**src/hw/vdp_bus_pkg.sv**
```systemverilog
`default_nettype none

package vdp_bus_pkg;

  // host register port
  localparam int csr_addr_width = 3;
  localparam int csr_data_width = 64;

  // register map
  localparam logic [csr_addr_width-1:0] csr_a_ptr_idx   = 3'd0;
  localparam logic [csr_addr_width-1:0] csr_b_ptr_idx   = 3'd1;
  localparam logic [csr_addr_width-1:0] csr_len_idx     = 3'd2;
  localparam logic [csr_addr_width-1:0] csr_start_idx   = 3'd3;
  localparam logic [csr_addr_width-1:0] csr_status_idx  = 3'd4;
  localparam logic [csr_addr_width-1:0] csr_res_ptr_idx = 3'd5;

  // status word fields
  localparam int status_idle_bit = 0;

  typedef logic [csr_data_width-1:0] csr_word_t;

endpackage

`default_nettype wire

```
**src/hw/vdp_core_pkg.sv**
```systemverilog
`default_nettype none

package vdp_core_pkg;

  // datapath
  localparam int elem_width     = 64;
  localparam int lane_count     = 8;
  localparam int lane_idx_width = 3;

  // only the low bits of the length register matter
  localparam int len_width = 4;

  // memory side, byte addressed
  localparam int mem_addr_width = 32;
  localparam int elem_bytes     = 8;

  typedef logic [elem_width-1:0]     elem_t;
  typedef logic [mem_addr_width-1:0] mem_addr_t;

  typedef enum logic [2:0] {
    idle,
    fetch_a,
    fetch_b,
    compute,
    store
  } seq_state_e;

endpackage

`default_nettype wire

```
**src/hw/vdp_csr_regs.sv**
```systemverilog
`default_nettype none

module vdp_csr_regs (
  input  logic                                       clk_i,
  input  logic                                       reset_i,
  input  logic                                       csr_cyc_i,
  input  logic                                       csr_stb_i,
  input  logic                                       csr_we_i,
  input  logic [vdp_bus_pkg::csr_addr_width-1:0]     csr_adr_i,
  input  vdp_bus_pkg::csr_word_t                     csr_dat_i,
  input  logic                                       idle_i,
  output vdp_bus_pkg::csr_word_t                     csr_dat_o,
  output logic                                       csr_ack_o,
  output logic                                       start_o,
  output vdp_core_pkg::mem_addr_t                    a_ptr_o,
  output vdp_core_pkg::mem_addr_t                    b_ptr_o,
  output logic [vdp_core_pkg::len_width-1:0]         len_o,
  output vdp_core_pkg::mem_addr_t                    res_ptr_o
);

  vdp_bus_pkg::csr_word_t a_ptr_r;
  vdp_bus_pkg::csr_word_t b_ptr_r;
  vdp_bus_pkg::csr_word_t len_r;
  vdp_bus_pkg::csr_word_t start_r;
  vdp_bus_pkg::csr_word_t res_ptr_r;
  vdp_bus_pkg::csr_word_t status_w;
  vdp_bus_pkg::csr_word_t rd_data;
  logic                   req;
  logic                   fired_r;
  logic                   idle_q;
  logic                   run_done;

  // new request only, ack cycle is not a second request
  assign req = csr_cyc_i & csr_stb_i & ~csr_ack_o;

  always_comb begin
    status_w = '0;
    status_w[vdp_bus_pkg::status_idle_bit] = idle_i;
  end

  always_comb begin
    case (csr_adr_i)
      vdp_bus_pkg::csr_a_ptr_idx:   rd_data = a_ptr_r;
      vdp_bus_pkg::csr_b_ptr_idx:   rd_data = b_ptr_r;
      vdp_bus_pkg::csr_len_idx:     rd_data = len_r;
      vdp_bus_pkg::csr_start_idx:   rd_data = start_r;
      vdp_bus_pkg::csr_status_idx:  rd_data = status_w;
      vdp_bus_pkg::csr_res_ptr_idx: rd_data = res_ptr_r;
      default:                      rd_data = '0;
    endcase
  end

  always_ff @(posedge clk_i) begin
    if (reset_i) begin
      csr_ack_o <= 1'b0;
    end else begin
      csr_ack_o <= req;
    end
  end

  // read data lines up with ack
  always_ff @(posedge clk_i) begin
    if (req && !csr_we_i) begin
      csr_dat_o <= rd_data;
    end
  end

  // first cycle of a nonzero start while the sequencer is idle
  assign start_o  = (start_r != '0) & idle_i & ~fired_r;
  assign run_done = fired_r & idle_i & ~idle_q;

  always_ff @(posedge clk_i) begin
    if (reset_i) begin
      a_ptr_r   <= '0;
      b_ptr_r   <= '0;
      len_r     <= '0;
      start_r   <= '0;
      res_ptr_r <= '0;
      fired_r   <= 1'b0;
      idle_q    <= 1'b1;
    end else begin
      idle_q <= idle_i;
      if (start_o) begin
        fired_r <= 1'b1;
      end
      // run finished, drop the start request
      if (run_done) begin
        start_r <= '0;
        fired_r <= 1'b0;
      end
      if (req && csr_we_i) begin
        case (csr_adr_i)
          vdp_bus_pkg::csr_a_ptr_idx:   a_ptr_r   <= csr_dat_i;
          vdp_bus_pkg::csr_b_ptr_idx:   b_ptr_r   <= csr_dat_i;
          vdp_bus_pkg::csr_len_idx:     len_r     <= csr_dat_i;
          vdp_bus_pkg::csr_res_ptr_idx: res_ptr_r <= csr_dat_i;
          vdp_bus_pkg::csr_start_idx: begin
            if (idle_i && !fired_r) begin
              start_r <= csr_dat_i;
            end
          end
          default: ;
        endcase
      end
    end
  end

  assign a_ptr_o   = a_ptr_r[vdp_core_pkg::mem_addr_width-1:0];
  assign b_ptr_o   = b_ptr_r[vdp_core_pkg::mem_addr_width-1:0];
  assign len_o     = len_r[vdp_core_pkg::len_width-1:0];
  assign res_ptr_o = res_ptr_r[vdp_core_pkg::mem_addr_width-1:0];

endmodule

`default_nettype wire

```
**config.mk**
```make
export PLATFORM = sky130hd
export DESIGN_NAME = vdp_csr_regs
export DESIGN_NICKNAME = d
export VERILOG_FILES = /design/src/hw/vdp_bus_pkg.sv /design/src/hw/vdp_core_pkg.sv /design/src/hw/vdp_csr_regs.sv
export SDC_FILE = /design/constraint.sdc
export NUM_CORES = 1
export LEC_CHECK = 0
export ABC_AREA = 1
export BUFFER_PORTS_ARGS = -buffer_cell sky130_fd_sc_hd__buf_2
export CAP_MARGIN = 20
export CORE_UTILIZATION = 45
export DETAILED_ROUTE_END_ITERATION = 6
export GPL_TIMING_DRIVEN = 1
export HOLD_SLACK_MARGIN = 0.05
export PLACE_DENSITY = 0.66
export REMOVE_ABC_BUFFERS = 1
export SLEW_MARGIN = 0
export SYNTH_ARGS = -nofsm -noshare
export SYNTH_HDL_FRONTEND = slang
export SYNTH_SLANG_ARGS = --single-unit
```
**constraint.sdc**
```tcl
create_clock -name clk_i -period 8.04 [get_ports clk_i]
set_clock_uncertainty 0.05 [all_clocks]
set_input_delay 1.206 -clock clk_i [delete_from_list [all_inputs] [get_ports clk_i]]
set_output_delay 1.206 -clock clk_i [all_outputs]
set_load 0.03 [all_outputs]
```
After elaboration in Yosys (flattened, before gate mapping)
Cells that the tools add are included.

word-level totals
  output and inout bits = 166
  input bits = 73
  register bits after elaboration = 387
  logic and storage cells = 40

cells by class
  reduce and logical (&&, ||, !) cells = 12
  multiplexer cells = 5
  eq/ne operators = 5
  bitwise logic cells = 9

operator list
  kind                count
  $pmux 64 s6         1
  $mux 64             4
  $reduce_bool 64->1  1
  $reduce_and 2->1    4
  $and 1x1->1         6
  $eq 3x2->1 const B  2
  $eq 3x3->1 const B  2
  $eq 3x1->1 const B  1
  $logic_and 1x1->1   3
  $logic_not 3->1     1
  $not 1->1           3
  $logic_not 1->1     2
  $reduce_or 2->1     1

Longest topological paths before layout
  word-level depth = 6
  mapped depth = 9
  mapped depth without buffers = 8

Worst setup path after synthesis
No wires, ideal clock.

  kind = input -> register
  start = in csr_stb_i
  end = reg csr_dat_o[0], enable pin
  path buffers = 0
  cell stages on the path = 4
  path slack = 3.424 ns
  data arrival time = 4.080 ns
  setup time = 0.486 ns
  required time = 7.504 ns
  path through = inv_2 > nor2_2 > nand2_1 > nor2_1

on the way
  word-level cells in the longest chain between the ends = 3

ends and longest elaborated chain
  item                      line                source
  start, declared           vdp_csr_regs.sv:7   input logic csr_stb_i,
  $and 1x1->1 (2 in a row)  vdp_csr_regs.sv:34  assign req = csr_cyc_i & csr_stb_i & ~csr_ack_o;
  $logic_and 1x1->1         vdp_csr_regs.sv:63  if (req && !csr_we_i) begin
  end signal, assigned      vdp_csr_regs.sv:64  csr_dat_o <= rd_data;
  end, declared             vdp_csr_regs.sv:12  output vdp_bus_pkg::csr_word_t csr_dat_o,

No other way between the ends.
A chain may end at the register's enable or synchronous reset.

Worst setup path after layout
  start = in csr_adr_i[0] (netlist bit)
  end = reg len_r[57]

on the way
  word-level cells in the longest chain between the ends = 2

ends and longest elaborated chain
  item                               line                source
  start, declared                    vdp_csr_regs.sv:9   input logic [vdp_bus_pkg::csr_addr_width-1:0] csr_adr_i,
  $eq 3x2->1                         vdp_csr_regs.sv:92  case (csr_adr_i)
  $reduce_and 2->1 (no source line)  --
  end signal, assigned               vdp_csr_regs.sv:95  vdp_bus_pkg::csr_len_idx: len_r <= csr_dat_i;
  end, declared                      vdp_csr_regs.sv:23  vdp_bus_pkg::csr_word_t len_r;

No other way between the ends.

==> flow_summary.yaml <==
run_status:
  outcome: "finished, final reports clean"
worst_hold_path:
  hp-start: "start_r[38]$_SDFF_PP0_"
  hp-class: "flip-flop to flip-flop"
global_routing:
  grt.overflow.total: 0
  grt_pass1_wl_mm: 65.1
  grt_use_total_pct: 23.9
  grt_max_degree: 157
  antenna_found_initial: 0
  grt_pass1_vias: 11739
logic_synthesis:
  synth_seq_cells: 387
  syn-cell-area_sq_um: 15200
  yosysSeqAreaShare_pct: 55.2
  synth_ff_type: "dfxtp_1"
  async_flop_share_pct: 0
  synth_cell_types: 21
  yosysWarningCount: 0
  synth-edff-count: 64
  synthCells: 1689
  synth.avg_cell_area_sq_um: 8.99
sta:
  final_hold_viol_count: 0
  tightestPinTransition_ps: 1060
  period_minus_slack_ps: 3630
  setup_viol: 0
  period_share_pct: 45.2
  max_slew_margin_pct: 29.4
  whs_ps: 443
  max_freq_mhz: 275
  setup_tns_ps: 0
  rsz0062_at_grt: "false"
  slew_viol_final: 0
layout:
  syn_to_final_growth_pct: 12.4
  layout-drive-gt1-share_pct: 18.6
  nets: 1825
  diodes: 0
  fillers: 3066
clocking:
  ctsResizeCount: 0
  cts_made_buffers: 40
  clk_latency_ps: 520
  h-tree-depth: 2
  cts_tree: "yes"
  postCtsSetupRepairBufs: 0
  clk_path_buf_depth: 3
  root_buffer: "clkbuf_16"
  cts.sinks: 387
  ctsHoldBuffers: 0
  path_clk_slew_ps: 60
power:
  p_leak_nw: 7.25
  power-per-cell-area_nw_per_um2: 235
  ir_drop_uv: 193
worst_setup_path:
  cp-startpoint: "csr_adr_i[0]"
  r2r_start: "csr_ack_o$_SDFF_PP0_"
  critPathTopFamily: "buffers and inverters"
  slowest_delay_ps: 770
  crit_fanout: 66
  cp_common_cell: "buf_4"
  crit_type: "input pin to flip-flop"
  required_ps: 8430
  crit_path_cell_trace: "buf_2 > nor3_4 > buf_4 > inv_2 > nor2_4 > buf_4 > buf_4 > o21ai_0 > a21oi_1"
  worstPathArrival_ps: 4030
  cp_slowest_cell: "buf_4"
  worst-path-buf-inv: 5
  cp-start-kind: "input pin"
  worst_setup_path_end_kind: "flip-flop"
floorplanning:
  core-area_sq_um: 32900
  die_w_um: 186
  die_area_sq_um: 34500
  rows: 66
  start_util_pct: 46.2
  ioPinCount: 239
  die_height_um: 186
placed_design:
  dp_hpwl_mm: 23.3
  io_buffers: 238
  gp_congestion: 0.786
routing:
  firstDrtPassIters: 5
  drtIter0Drc: 1101
  via_per_inst: 5.65
  wire_per_inst_um: 19.0
  dr_total_vias: 12568
  routed_wirelength_mm: 42.2
  route.detailed.drc: 0
  final_antenna_net_count: 0
run:
  max-cap-violations: 0
[final timing paths]
| kind | end | slack, ps | cells after the start |
|---|---|---|---|
| worst max-delay path | len_r[57]$_SDFFE_PP0P_ | 4410 | 9 |
| worst min-delay path | start_r[38]$_SDFF_PP0_ | 440 | 2 |
| worst max register to register | res_ptr_r[63]$_SDFFE_PP0P_ | 5180 | 7 |
| worst min register to register | start_r[38]$_SDFF_PP0_ | 440 | 2 |
[metrics by stage]
step	total power [mW]	setup slack [ps]	utilization [%]	cell area (sq um)	cells
6_report	4.00	4410	51.9	17100	2224
5_1_grt	4.13	4210	51.9	17100	2224
4_1_cts	4.03	4460	51.8	17000	2223
3_5_place_dp	2.26	3930	48.0	15800	2151
3_3_place_gp	2.25	4010	47.9	15700	2150
2_1_floorplan	2.17	956	-	13800	1455
[cells in the final DEF (no fill, tap or decap), drive strengths merged]
cell | synthesis | layout
dfxtp | 323 | 323
o21ai | 284 | 284
a21oi | 257 | 257
buf | 192 | 255
a22oi | 159 | 159
nand2 | 138 | 138
nand3 | 92 | 92
inv | 78 | 78
edfxtp | 64 | 64
clkbuf | 42 | 60
nor2 | 52 | 52
clkinv | 0 | 11
nand4 | 5 | 5
nor3 | 3 | 3
bufinv | 0 | 1
[flip-flops by register name (all words and copies together) (netlist names)]
signal	flops
idle_q	1
csr_ack_o	1
fired_r	1
csr_dat_o	64
b_ptr_r	64
start_r	64
res_ptr_r	64
len_r	64
a_ptr_r	64
[worst reg2reg max path, delay by kind of cell (launching register included)]
family / cells / cell delay (ps)
and+or+nand+nor: 3 / 1040
DFF: 1 / 310
buffers and inverters: 2 / 930
AOI/OAI and AO/OA: 2 / 440
[power breakdown]
| part | leakage, nW | switching, mW | internal, mW |
|---|---|---|---|
| Combinational | 3.47 | 0.159 | 0.0481 |
| Clock | 0.625 | 0.742 | 1.04 |
| Sequential | 3.15 | 0.0147 | 1.99 |
| Total | 7.25 | 0.915 | 3.09 |
[Yosys cell counts (8+ instances only)]
cell      instances  area (sq um)
dfxtp_1         323          6470
a21oi_1         257          1290
o21ai_0         232          1160
a22oi_1         159          1190
nand2_1         138           518
buf_4           103           773
nand3_1          91           455
inv_1            70           263
buf_2            69           345
edfxtp_1         64          1920
o21ai_1          52           260
nor2_1           51           191
clkbuf_1         42           158
buf_1            18          67.6
inv_2             8          30.0
[cells by family (layout without fill, tap and decap cells)]
| group | count (synthesis) | after routing | synth area share (%) |
|---|---|---|---|
| AO/OA/AOI/OAI | 700 | 700 | 25.7 |
| buffers and inverters | 312 | 405 | 10.9 |
| flip-flops | 387 | 387 | 55.2 |
| AND/OR/NAND/NOR | 290 | 290 | 8.15 |
[layout make-up]
| cell class | instances | area (sq um) | area share (%) |
|---|---|---|---|
| well taps | 442 | 553 | 3.24 |
| flip-flops and latches | 387 | 8390 | 49.2 |
| multi-input cells | 990 | 5200 | 30.5 |
| inverters | 78 | 298 | 1.75 |
| repair buffers | 255 | 1360 | 7.96 |
| clock inverters | 12 | 81.3 | 0.477 |
| clock buffers | 60 | 1180 | 6.91 |
[metal layers]
| metal | vias up | part of all wire (%) | track usage (%) |
|---|---|---|---|
| met4 | 0 | 1.9 | 6.39 |
| met2 | 521 | 47 | 40.4 |
| li1 | 5991 | - | - |
| met5 | - | 0 | 0 |
| met3 | 59 | 6.7 | 3.03 |
| met1 | 5997 | 44 | 32.1 |
Note: power is estimated with default switching activity, not from simulation.
