## config.mk

```make
export PLATFORM = sky130hd
export DESIGN_NAME = vdp_sequencer
export DESIGN_NICKNAME = d
export VERILOG_FILES = /design/src/hw/vdp_core_pkg.sv /design/src/hw/vdp_sequencer.sv
export SDC_FILE = /design/constraint.sdc
export NUM_CORES = 1
export LEC_CHECK = 0
export ABC_AREA = 1
export BUFFER_PORTS_ARGS = -buffer_cell sky130_fd_sc_hd__buf_4
export CAP_MARGIN = 15
export CORE_AREA = 2 2 155 157
export DETAILED_ROUTE_END_ITERATION = 7
export DIE_AREA = 0 0 157 159
export GPL_ROUTABILITY_DRIVEN = 0
export HOLD_SLACK_MARGIN = 0.02
export PLACE_DENSITY = 0.62
export SETUP_SLACK_MARGIN = 0.4
export SKIP_LAST_GASP = 1
export SYNTH_ARGS = -nofsm -noshare
export SYNTH_HDL_FRONTEND = slang
export SYNTH_SLANG_ARGS = --single-unit
export TNS_END_PERCENT = 30
```

## constraint.sdc

```tcl
create_clock -name clk_i -period 7.2 [get_ports clk_i]
set_clock_uncertainty 0.1 [all_clocks]
set_input_delay 0.72 -clock clk_i [delete_from_list [all_inputs] [get_ports clk_i]]
set_output_delay 0.72 -clock clk_i [all_outputs]
set_load 0.01 [all_outputs]
```

## src/hw/vdp_core_pkg.sv

```systemverilog
`default_nettype none

package vdp_core_pkg;

  // datapath
  localparam int elem_width     = 64;
  localparam int lane_count     = 8;
  localparam int lane_idx_width = 3;

  // only the low bits of the length register matter
  localparam int len_width = 4;

  // memory side, byte addressed
  localparam int mem_addr_width = 32;
  localparam int elem_bytes     = 8;

  typedef logic [elem_width-1:0]     elem_t;
  typedef logic [mem_addr_width-1:0] mem_addr_t;

  typedef enum logic [2:0] {
    idle,
    fetch_a,
    fetch_b,
    compute,
    store
  } seq_state_e;

endpackage

`default_nettype wire

```

## src/hw/vdp_sequencer.sv

```systemverilog
`default_nettype none

module vdp_sequencer (
  input  logic                                        clk_i,
  input  logic                                        reset_i,
  input  logic                                        start_i,
  input  vdp_core_pkg::mem_addr_t                     a_ptr_i,
  input  vdp_core_pkg::mem_addr_t                     b_ptr_i,
  input  logic [vdp_core_pkg::len_width-1:0]          len_i,
  input  vdp_core_pkg::mem_addr_t                     res_ptr_i,
  input  vdp_core_pkg::elem_t                         sum_i,
  input  vdp_core_pkg::elem_t                         mem_dat_i,
  input  logic                                        mem_ack_i,
  output logic                                        idle_o,
  output logic                                        mem_cyc_o,
  output logic                                        mem_stb_o,
  output logic                                        mem_we_o,
  output vdp_core_pkg::mem_addr_t                     mem_adr_o,
  output vdp_core_pkg::elem_t                         mem_dat_o,
  output logic                                        clear_o,
  output logic                                        load_a_o,
  output logic                                        load_b_o,
  output logic [vdp_core_pkg::lane_idx_width-1:0]     lane_o,
  output vdp_core_pkg::elem_t                         elem_o,
  output logic                                        compute_o
);

  vdp_core_pkg::seq_state_e                 state_r;
  logic                                     cyc_r;
  logic [vdp_core_pkg::len_width-1:0]       cnt_r;
  logic [vdp_core_pkg::len_width-1:0]       cnt_next;
  logic [vdp_core_pkg::len_width-1:0]       len_r;
  vdp_core_pkg::mem_addr_t                  b_ptr_r;
  vdp_core_pkg::mem_addr_t                  res_ptr_r;
  vdp_core_pkg::mem_addr_t                  addr_r;
  logic                                     acked;
  logic                                     last_elem;

  assign acked     = cyc_r & mem_ack_i;
  assign cnt_next  = cnt_r + 1'b1;
  assign last_elem = (cnt_next == len_r);

  always_ff @(posedge clk_i) begin
    if (reset_i) begin
      state_r <= vdp_core_pkg::idle;
      cyc_r   <= 1'b0;
      cnt_r   <= '0;
    end else begin
      case (state_r)
        vdp_core_pkg::idle: begin
          if (start_i) begin
            state_r <= vdp_core_pkg::fetch_a;
            cyc_r   <= 1'b1;
            cnt_r   <= '0;
          end
        end
        vdp_core_pkg::fetch_a: begin
          // one dead cycle on the bus between reads
          if (acked) begin
            cyc_r <= 1'b0;
            if (last_elem) begin
              state_r <= vdp_core_pkg::fetch_b;
              cnt_r   <= '0;
            end else begin
              cnt_r <= cnt_next;
            end
          end else begin
            cyc_r <= 1'b1;
          end
        end
        vdp_core_pkg::fetch_b: begin
          if (acked) begin
            cyc_r <= 1'b0;
            if (last_elem) begin
              state_r <= vdp_core_pkg::compute;
              cnt_r   <= '0;
            end else begin
              cnt_r <= cnt_next;
            end
          end else begin
            cyc_r <= 1'b1;
          end
        end
        vdp_core_pkg::compute: begin
          // sum is registered by the time the store goes out
          state_r <= vdp_core_pkg::store;
          cyc_r   <= 1'b1;
        end
        vdp_core_pkg::store: begin
          if (acked) begin
            state_r <= vdp_core_pkg::idle;
            cyc_r   <= 1'b0;
          end
        end
        default: state_r <= vdp_core_pkg::idle;
      endcase
    end
  end

  // pointers and address walk
  always_ff @(posedge clk_i) begin
    if (state_r == vdp_core_pkg::idle && start_i) begin
      addr_r    <= a_ptr_i;
      len_r     <= len_i;
      b_ptr_r   <= b_ptr_i;
      res_ptr_r <= res_ptr_i;
    end else if (acked && state_r == vdp_core_pkg::fetch_a && last_elem) begin
      addr_r <= b_ptr_r;
    end else if (acked && state_r != vdp_core_pkg::store) begin
      addr_r <= addr_r + vdp_core_pkg::mem_addr_t'(vdp_core_pkg::elem_bytes);
    end else if (state_r == vdp_core_pkg::compute) begin
      addr_r <= res_ptr_r;
    end
  end

  assign idle_o    = (state_r == vdp_core_pkg::idle);
  assign clear_o   = idle_o & start_i;
  assign load_a_o  = acked & (state_r == vdp_core_pkg::fetch_a);
  assign load_b_o  = acked & (state_r == vdp_core_pkg::fetch_b);
  assign lane_o    = cnt_r[vdp_core_pkg::lane_idx_width-1:0];
  assign elem_o    = mem_dat_i;
  assign compute_o = (state_r == vdp_core_pkg::compute);

  assign mem_cyc_o = cyc_r;
  assign mem_stb_o = cyc_r;
  assign mem_we_o  = (state_r == vdp_core_pkg::store);
  assign mem_adr_o = addr_r;
  assign mem_dat_o = sum_i;

endmodule

`default_nettype wire

```

=== Word level (Yosys, flattened, before mapping) ===
Index checks and enable logic that the tools add are counted.

* Register bits: 108
* Latch bits: 0
* Bits of input ports: 232
* Bits in writable memories: 0
* Word-level logic and storage cells: 57
* Bits in read-only memories: 0
* Memories: 0
* Output and inout bits: 171

* Reductions and logical operators: 12
* Add/sub/neg operators: 2
* Equality and inequality tests: 13
* Multiplexer cells: 19
* Magnitude comparators: 0
* Multipliers: 0
* Divide/modulo/power cells: 0
* Bitwise operators: 4
* Shift operators: 0

{| class="wikitable"
|+ Operators with widths
! cell !! number
|-
| $mux W32 || 4
|-
| $add A32 B4 Y32 const B || 1
|-
| $mux W3 || 6
|-
| $pmux W3 S5 || 1
|-
| $mux W4 || 3
|-
| $ne A2 B2 Y1 const B || 5
|-
| $pmux W4 S2 || 1
|-
| $reduce_bool A4 Y1 || 2
|-
| $eq A3 B2 Y1 const B || 2
|-
| $reduce_and A3 Y1 || 2
|-
| $reduce_and A6 Y1 || 1
|-
| $add A4 B1 Y4 const B || 1
|-
| $and A1 B1 Y1 || 4
|-
| $eq A4 B4 Y1 || 1
|-
| $logic_and A1 B1 Y1 || 4
|-
| $ne A2 B1 Y1 const B || 2
|-
| $pmux W1 S4 || 1
|-
| $eq A3 B1 Y1 const B || 1
|-
| $eq A3 B3 Y1 const B || 1
|-
| $logic_not A3 Y1 || 1
|-
| $mux W1 || 3
|-
| $ne A3 B3 Y1 const B || 1
|-
| $reduce_bool A2 Y1 || 1
|-
| $reduce_or A2 Y1 || 1
|}

=== Depth between registers and ports, before layout ===
Gate-level depths: netlist of the first run.

* Depth in word-level cells: 5
* Depth in mapped cells: 13
* Depth with buffers taken out: 12

=== Least setup slack after synthesis of the first run ===
Ideal clock, no wire load.

* Path kind: input to output
* From: input port start_i
* To: output port clear_o
* Path slack: 3.272 ns
* Stages on the path: 3
* Arrival time: 3.108 ns
* Path buffers: 1
* Required time: 6.380 ns
* Path through: inv_1 nor2_1 clkbuf_1

* Word-level cells in the longest chain between the ends: 1

{| class="wikitable"
|+ Ends and longest elaborated chain
! element !! line !! RTL
|-
| start: declaration || vdp_sequencer.sv:6 || <nowiki>input logic start_i,</nowiki>
|-
| $and A1 B1 Y1 || vdp_sequencer.sv:117 || <nowiki>assign clear_o = idle_o & start_i;</nowiki>
|-
| end: declaration || vdp_sequencer.sv:20 || <nowiki>output logic clear_o,</nowiki>
|}

Every way passes these cells.

=== Worst setup path in the final report of the first run ===
* From: input port mem_ack_i
* To: register addr_r[0] (netlist: mem_adr_o[0]) (enable)

* Word-level cells in the longest chain between the ends: 4
* Elaborated cells between the ends (all ways): 5
* Those cells by class: 1 x bitwise; 4 x reduce/logical

{| class="wikitable"
|+ Ends and longest elaborated chain
! element !! line !! RTL
|-
| start: declaration || vdp_sequencer.sv:13 || <nowiki>input logic mem_ack_i,</nowiki>
|-
| $and A1 B1 Y1 (*) || vdp_sequencer.sv:39 || <nowiki>assign acked = cyc_r & mem_ack_i;</nowiki>
|-
| $logic_and A1 B1 Y1 (2 in a row) || vdp_sequencer.sv:107 || <nowiki>end else if (acked && state_r == vdp_core_pkg::fetch_a && last_elem) begin</nowiki>
|-
| $reduce_bool A4 Y1 (no source line) (*) || n/a ||
|-
| end signal: assignment || vdp_sequencer.sv:108 || <nowiki>addr_r <= b_ptr_r;</nowiki>
|-
| end signal: assignment || vdp_sequencer.sv:110 || <nowiki>addr_r <= addr_r + vdp_core_pkg::mem_addr_t'(vdp_core_pkg::elem_bytes);</nowiki>
|-
| end signal: assignment || vdp_sequencer.sv:112 || <nowiki>addr_r <= res_ptr_r;</nowiki>
|-
| end: declaration || vdp_sequencer.sv:35 || <nowiki>vdp_core_pkg::mem_addr_t addr_r;</nowiki>
|}

Every way passes the cells marked *; elsewhere a longest branch is shown, timed or not.
A chain may end at the register's enable or synchronous reset.

==> results.sh, run 1 <==
export IMPL_finalHoldViolations=0
export IMPL_startpoint_type="primary input"
export IMPL_yosysSeqAreaShare_pct=48.3
export IMPL_end_kind="register"
export IMPL_crit_path_max_incr_delay_ns=0.89
export IMPL_drive_above_1_share_pct=21.4
export IMPL_core_mm2=0.0232
export IMPL_pin_count=403
export IMPL_multiInputGateArea_mm2=0.00207
export IMPL_clkSlewWorstSetupHoldPaths_ns=0.07
export IMPL_r2r_start="mem_cyc_o"
export IMPL_netlist_area_leader_share_pct=45.9
export IMPL_synth_edff_count=100
export IMPL_seq_area_mm2=0.00316
export IMPL_synth_area_leaders="edfxtp_1, buf_4, nand2_1, nand3_1, nor2_1"
export IMPL_clock_latency_ns=0.36
export IMPL_holdBufCountCts=0
export IMPL_diodes=0
export IMPL_period_share_pct=42.2
export IMPL_final_setup_viol_count=0
export IMPL_r2r_end="mem_adr_o[0]"
export IMPL_grtUsageTotal_pct=15.4
export IMPL_start_util_pct=28.2
export IMPL_crit_family="simple AND/OR/NAND/NOR gates"
export IMPL_cts_resized=0
export IMPL_path_cells="buf_4 -> nand2_1 -> nor4_4 -> nand3_2 -> o211ai_1"
export IMPL_die_y_um=159
export IMPL_synth_area_mm2=0.00655
export IMPL_drc=0
export IMPL_setup_tns_ns=0
export IMPL_drt_pass1_iterations=5
export IMPL_cap_violations=0
export IMPL_cts_sinks=108
export IMPL_place_inst=1115
export IMPL_dieArea_mm2=0.0250
export IMPL_cts_tree="yes"
export IMPL_chipWidth_um=157
export IMPL_post_cts_setup_buffers=0
export IMPL_wl_per_cell_um=17.5
export IMPL_ant_nets=0
export IMPL_placementRows=56
export IMPL_grt_pass1_vias=4906
export IMPL_maxSlewViolCount=0
export IMPL_dp_slack_ns=3.70
export IMPL_r2r_slack_ns=4.19
export IMPL_timing_slew_headroom_pct=33.4
export IMPL_max_freq_mhz=329
export IMPL_cp_max_fo=48
export IMPL_holdPathStages=2
export IMPL_vias_per_cell=4.47
export IMPL_finalPower_mw=2.74
export IMPL_synth_cell_type_count=25
export IMPL_status="completed"
export IMPL_leakagePower_nw=3.26
export IMPL_clockRootBuffer="clkbuf_16"
export IMPL_grt_pass1_wl_um=28600
export IMPL_critPathKind="primary input to register"
export IMPL_hp_class="register to register"
export IMPL_drtIter0Drc=319
export IMPL_finalWorstSetupSlack_ns=4.16
export IMPL_wl_um=19800
export IMPL_dr_total_vias=5052
export IMPL_reg2regPathDepth=4
export IMPL_required_ns=7.12
export IMPL_min_period_ns=3.04
export IMPL_synth_fp_nets=1031
export IMPL_fill_cells=2473
export IMPL_min_delay_start="cnt_r[3]"
export IMPL_instances_no_fill=1131
export IMPL_htreeDepth=3
export IMPL_grt_ovfl_total=0
export IMPL_grt_start_max_net_pins=64
export IMPL_final_nets=1041
export IMPL_synthToLayoutAreaGrowth_pct=11.6
export IMPL_path_buf_inv=1
export IMPL_ys_seq_elements=108
export IMPL_worstHoldEndpoint="cnt_r[3]"
export IMPL_arrival_ns=2.96
export IMPL_ys_async_sr_fraction_pct=0
export IMPL_avgSynthCellArea_um2=8.21
export IMPL_synth_cells=797
export IMPL_io_buffers=146
export IMPL_cpMaxStageDelayCell="nand3_2"
export IMPL_cts_inserted_buffers=9
export IMPL_final_util_pct=31.5
export IMPL_yosysTopAreaCell="edfxtp_1"
export IMPL_rsz0062_at_grt="false"
export IMPL_dp_hpwl_um=15300
export IMPL_antenna_found_initial=0
export IMPL_synth_flop_cell="edfxtp_1"
export IMPL_clk_path_buf_depth=2
export IMPL_power_density_mw_per_mm2=375
export IMPL_max_vdd_ir_drop_mv=0.206
export IMPL_yosys_warnings=0
export IMPL_tightest_slew_ns=1.00
==> worst min-delay path, stage by stage (launching register included) <==
cell and delay, ns:
dfxtp_1 0.34, nand2_1 0.07, a21oi_1 0.06
==> how the worst max path moves through the flow <==
stage | from | end | slack [ns] | cells past startpoint
final | mem_ack_i | mem_adr_o[0] | 4.16 | 5
after global routing | mem_cyc_o | mem_adr_o[0] | 3.80 | 4
after CTS | mem_ack_i | mem_adr_o[0] | 4.08 | 5
after detailed placement | mem_ack_i | mem_adr_o[1] | 3.70 | 5
after global placement | mem_ack_i | mem_adr_o[1] | 3.84 | 5
after floorplan | start_i | clear_o | 3.27 | 3
==> stage by stage <==
| step | instance area [um2] | hold WS [ns] |
|---|---|---|
| after detailed placement | 6990 | 0.391 |
| after global routing | 7310 | 0.416 |
| after floorplan | 6550 | 0.366 |
| after global placement | 6990 | 0.385 |
| after CTS | 7310 | 0.407 |
| final | 7310 | 0.408 |
==> layout by cell type, fill, tap and decap left out, drive strengths merged <==
master	count
a21oi	14
buf	150
bufinv	2
clkbuf	9
clkinv	3
dfxtp	8
edfxtp	100
ha	2
inv	62
nand2	262
nand3	72
nand3b	13
nand4	9
nor2	83
nor3	1
nor4	2
o211ai	1
o21ai	11
o21bai	4
or2	2
xor2	2
==> metal layers <==
metal	part of all wire, %	vias to the layer above	global-route usage [%]
met2	43	294	22.4
li1	-	2468	-
met1	42	2222	19.0
met5	0.21	-	3.37
met3	11	66	7.49
met4	3.6	2	6.92
==> cell type report <==
cell class | count | share of cell area (%)
multi-input combinational | 478 | 28.4
timing repair buffer | 150 | 15.4
inverter | 60 | 3.08
tap | 319 | 5.46
sequential | 108 | 43.3
clock inverter | 7 | 1.32
clock buffer | 9 | 3.08
==> power by group <==
| group | internal (mW) | total [mW] | switching (mW) | leakage (nW) |
|---|---|---|---|---|
| combinational | 0.384 | 1.02 | 0.633 | 2.07 |
| sequential | 0.987 | 1.17 | 0.188 | 1.03 |
| clock | 0.307 | 0.546 | 0.238 | 0.160 |
==> cells by family (layout without fill, tap and decap cells) <==
family,count (synthesis),after routing,synth area share (%)
and+or+nand+nor,444,444,28.4
buffers and inverters,211,226,20.1
DFF,108,108,48.3
AOI/OAI and AO/OA,30,30,2.49
adders and majority gates,2,2,0.382
xor gates and xnor gates,2,2,0.268
==> synthesized netlist by cell type, types with 3 or more instances <==
master,count
nand3b_1,13
dfxtp_1,8
o21ai_0,11
nand4_1,9
o21bai_1,4
inv_2,3
a21oi_1,14
edfxtp_1,100
nand2_1,262
nand3_1,71
nor2_1,83
inv_1,57
buf_2,6
clkbuf_1,8
buf_4,134
==> registers in the layout (all words and copies together) (netlist names) <==
register / count
res_ptr_r: 32
mem_cyc_o: 1
cnt_r: 4
len_r: 4
state_r: 3
mem_adr_o: 32
b_ptr_r: 32
(Power assumes the default switching activity.)
==> run 2: changes to the inputs <==
--- a/config.mk
+++ b/config.mk
@@ -13,7 +13,7 @@
 export DIE_AREA = 0 0 157 159
 export GPL_ROUTABILITY_DRIVEN = 0
 export HOLD_SLACK_MARGIN = 0.02
-export PLACE_DENSITY = 0.62
+export PLACE_DENSITY = 0.65
 export SETUP_SLACK_MARGIN = 0.4
 export SKIP_LAST_GASP = 1
 export SYNTH_ARGS = -nofsm -noshare
==> constraint.sdc (replaced) <==
create_clock -name clk_i -period 2.7 [get_ports clk_i]
set_clock_uncertainty 0.1 [all_clocks]
set_input_delay 0.27 -clock clk_i [delete_from_list [all_inputs] [get_ports clk_i]]
set_output_delay 0.27 -clock clk_i [all_outputs]
set_load 0.01 [all_outputs]
==> run 2 against run 1 <==
Combinational power increased to 2.9 times the previous value; largest power group unchanged; non-clock buffer count up 77; cell count grew 6.8%; flip-flop and latch count is the same; total power rose to 2.7 times the previous value; clock power is 140% higher; wire length grew 6.8%; sequential share of layout area shrank 4.2 points; critical path depth increased by 5; register-to-register slack lost 3.6 ns; count of clock-buffer cells in the layout unchanged; die area did not move.
==> results.sh, run 2 (same netlist as run 1, synthesis figures left out) <==
export IMPL_crit_top_cell="nand2_1"
export IMPL_chipWidth_um=157
export IMPL_crit_family="simple AND/OR/NAND/NOR gates"
export IMPL_cpMaxStageDelayCell="edfxtp_1"
export IMPL_grtUsageTotal_pct=16.6
export IMPL_htreeDepth=3
export IMPL_cts_inserted_buffers=9
export IMPL_ant_nets=0
export IMPL_dp_hpwl_um=15400
export IMPL_required_ns=2.71
export IMPL_vias_per_cell=4.46
export IMPL_end_kind="register"
export IMPL_maxSlewViolCount=0
export IMPL_cts_sinks=108
export IMPL_pin_count=403
export IMPL_startpoint_type="register"
export IMPL_diodes=0
export IMPL_final_nets=1118
export IMPL_finalWorstSetupSlack_ns=0.541
export IMPL_path_cells="ha_1 -> nand2_1 -> nor2_1 -> nand2_1 -> nor2_1 -> nand3_1 -> nand3_1 -> nand3_1 -> nand2_1 -> nand2_1"
export IMPL_finalHoldViolations=0
export IMPL_io_buffers=146
export IMPL_place_inst=1120
export IMPL_core_mm2=0.0232
export IMPL_die_y_um=159
export IMPL_wl_um=21200
export IMPL_final_util_pct=34.9
export IMPL_tightest_slew_ns=0.536
export IMPL_leakagePower_nw=3.59
export IMPL_final_setup_viol_count=0
export IMPL_final_cell_mix="nand2_1, buf_4, edfxtp_1"
export IMPL_dieArea_mm2=0.0250
export IMPL_max_freq_mhz=463
export IMPL_drive_above_1_share_pct=21.1
export IMPL_dp_slack_ns=0.353
export IMPL_dr_total_vias=5390
export IMPL_critPathKind="register to register"
export IMPL_drtIter0Drc=342
export IMPL_status="completed"
export IMPL_grt_pass1_wl_um=30800
export IMPL_setup_tns_ns=0
export IMPL_drc=0
export IMPL_min_period_ns=2.16
export IMPL_clockRootBuffer="clkbuf_16"
export IMPL_arrival_ns=2.17
export IMPL_cp_max_fo=5
export IMPL_synthToLayoutAreaGrowth_pct=23.8
export IMPL_rsz0062_at_grt="true"
export IMPL_cts_tree="yes"
export IMPL_clk_path_buf_depth=2
export IMPL_placementRows=56
export IMPL_final_common_cell="nand2_1"
export IMPL_whs_ns=0.0811
export IMPL_start_util_pct=28.2
export IMPL_grt_ovfl_total=0
export IMPL_period_share_pct=80.0
export IMPL_grt_start_max_net_pins=117
export IMPL_grt_pass1_vias=5369
export IMPL_instances_no_fill=1208
export IMPL_wl_per_cell_um=17.5
export IMPL_crit_path_max_incr_delay_ns=0.49
export IMPL_cap_violations=0
export IMPL_path_buf_inv=0
export IMPL_max_vdd_ir_drop_mv=0.451
export IMPL_fill_cells=2328
export IMPL_power_density_mw_per_mm2=911
export IMPL_hp_class="primary input to register"
export IMPL_antenna_found_initial=0
export IMPL_clkSlewWorstSetupHoldPaths_ns=0.08
export IMPL_clock_latency_ns=0.36
export IMPL_timing_slew_headroom_pct=64.3
export IMPL_drt_pass1_iterations=5
==> run 2: cell count changes in the layout (fill, tap and decap cells not counted), moves of 3 or more <==
cell / change
buf_4: +4
clkinv_4: +3
dlygate4sd3_1: +69
nor2_1: -3
nor2_2: +3
==> run 2: path summary, 6_finish.rpt <==
| kind | startpoint | end | slack (ns) | cells past startpoint |
|---|---|---|---|---|
| worst min-delay path | a_ptr_i[30] | mem_adr_o[30] | 0.08 | 3 |
| worst max-delay path | mem_adr_o[3] | mem_adr_o[19] | 0.54 | 10 |
| worst max register to register | mem_adr_o[3] | mem_adr_o[19] | 0.54 | 10 |
| worst min register to register | cnt_r[3] | cnt_r[3] | 0.42 | 2 |
==> run 2: report_power, final <==
part           switching [mW]  internal, mW
Clock                   0.666         0.650
Sequential              0.516          2.63
Combinational            1.78          1.14
==> run 2: through the flow <==
stage / total power, mW / instance area, um2
2_1_floorplan: 4.89 / 6550
3_3_place_gp: 5.96 / 7070
3_5_place_dp: 6.00 / 7070
4_1_cts: 7.41 / 8060
5_1_grt: 7.93 / 8100
6_report: 7.38 / 8100
==> run 2: what timing repair did <==
item,CTS,global route
hold buffers,69,0
gates resized for setup,1,8
endpoints found under the hold margin,72,0
pin swaps,0,1
buffers inserted,0,2
cloned,0,1
setup endpoints to repair,16,33
==> run 2: tightest hold or removal path, stage by stage <==
cell and delay, ns:
buf_4 0.08, nand2_1 0.04, nand2_1 0.05
==> run 2: metal layers <==
metal,vias to the layer above,track usage (%),part of all wire [%]
met5,-,4.17,0.48
met3,92,7.87,11
met1,2416,19.3,40
met2,260,24.2,43
li1,2618,-,-
met4,4,9.88,5.4
==> run 2: area by class of cell <==
| type | count | area [um2] | area share [%] |
|---|---|---|---|
| well taps | 319 | 399 | 4.93 |
| clock inverters | 7 | 66.3 | 0.819 |
| clock buffers | 9 | 225 | 2.78 |
| repair buffers | 227 | 1920 | 23.7 |
| flip-flops and latches | 108 | 3160 | 39.1 |
| multi-input cells | 478 | 2090 | 25.9 |
| inverters | 60 | 228 | 2.81 |
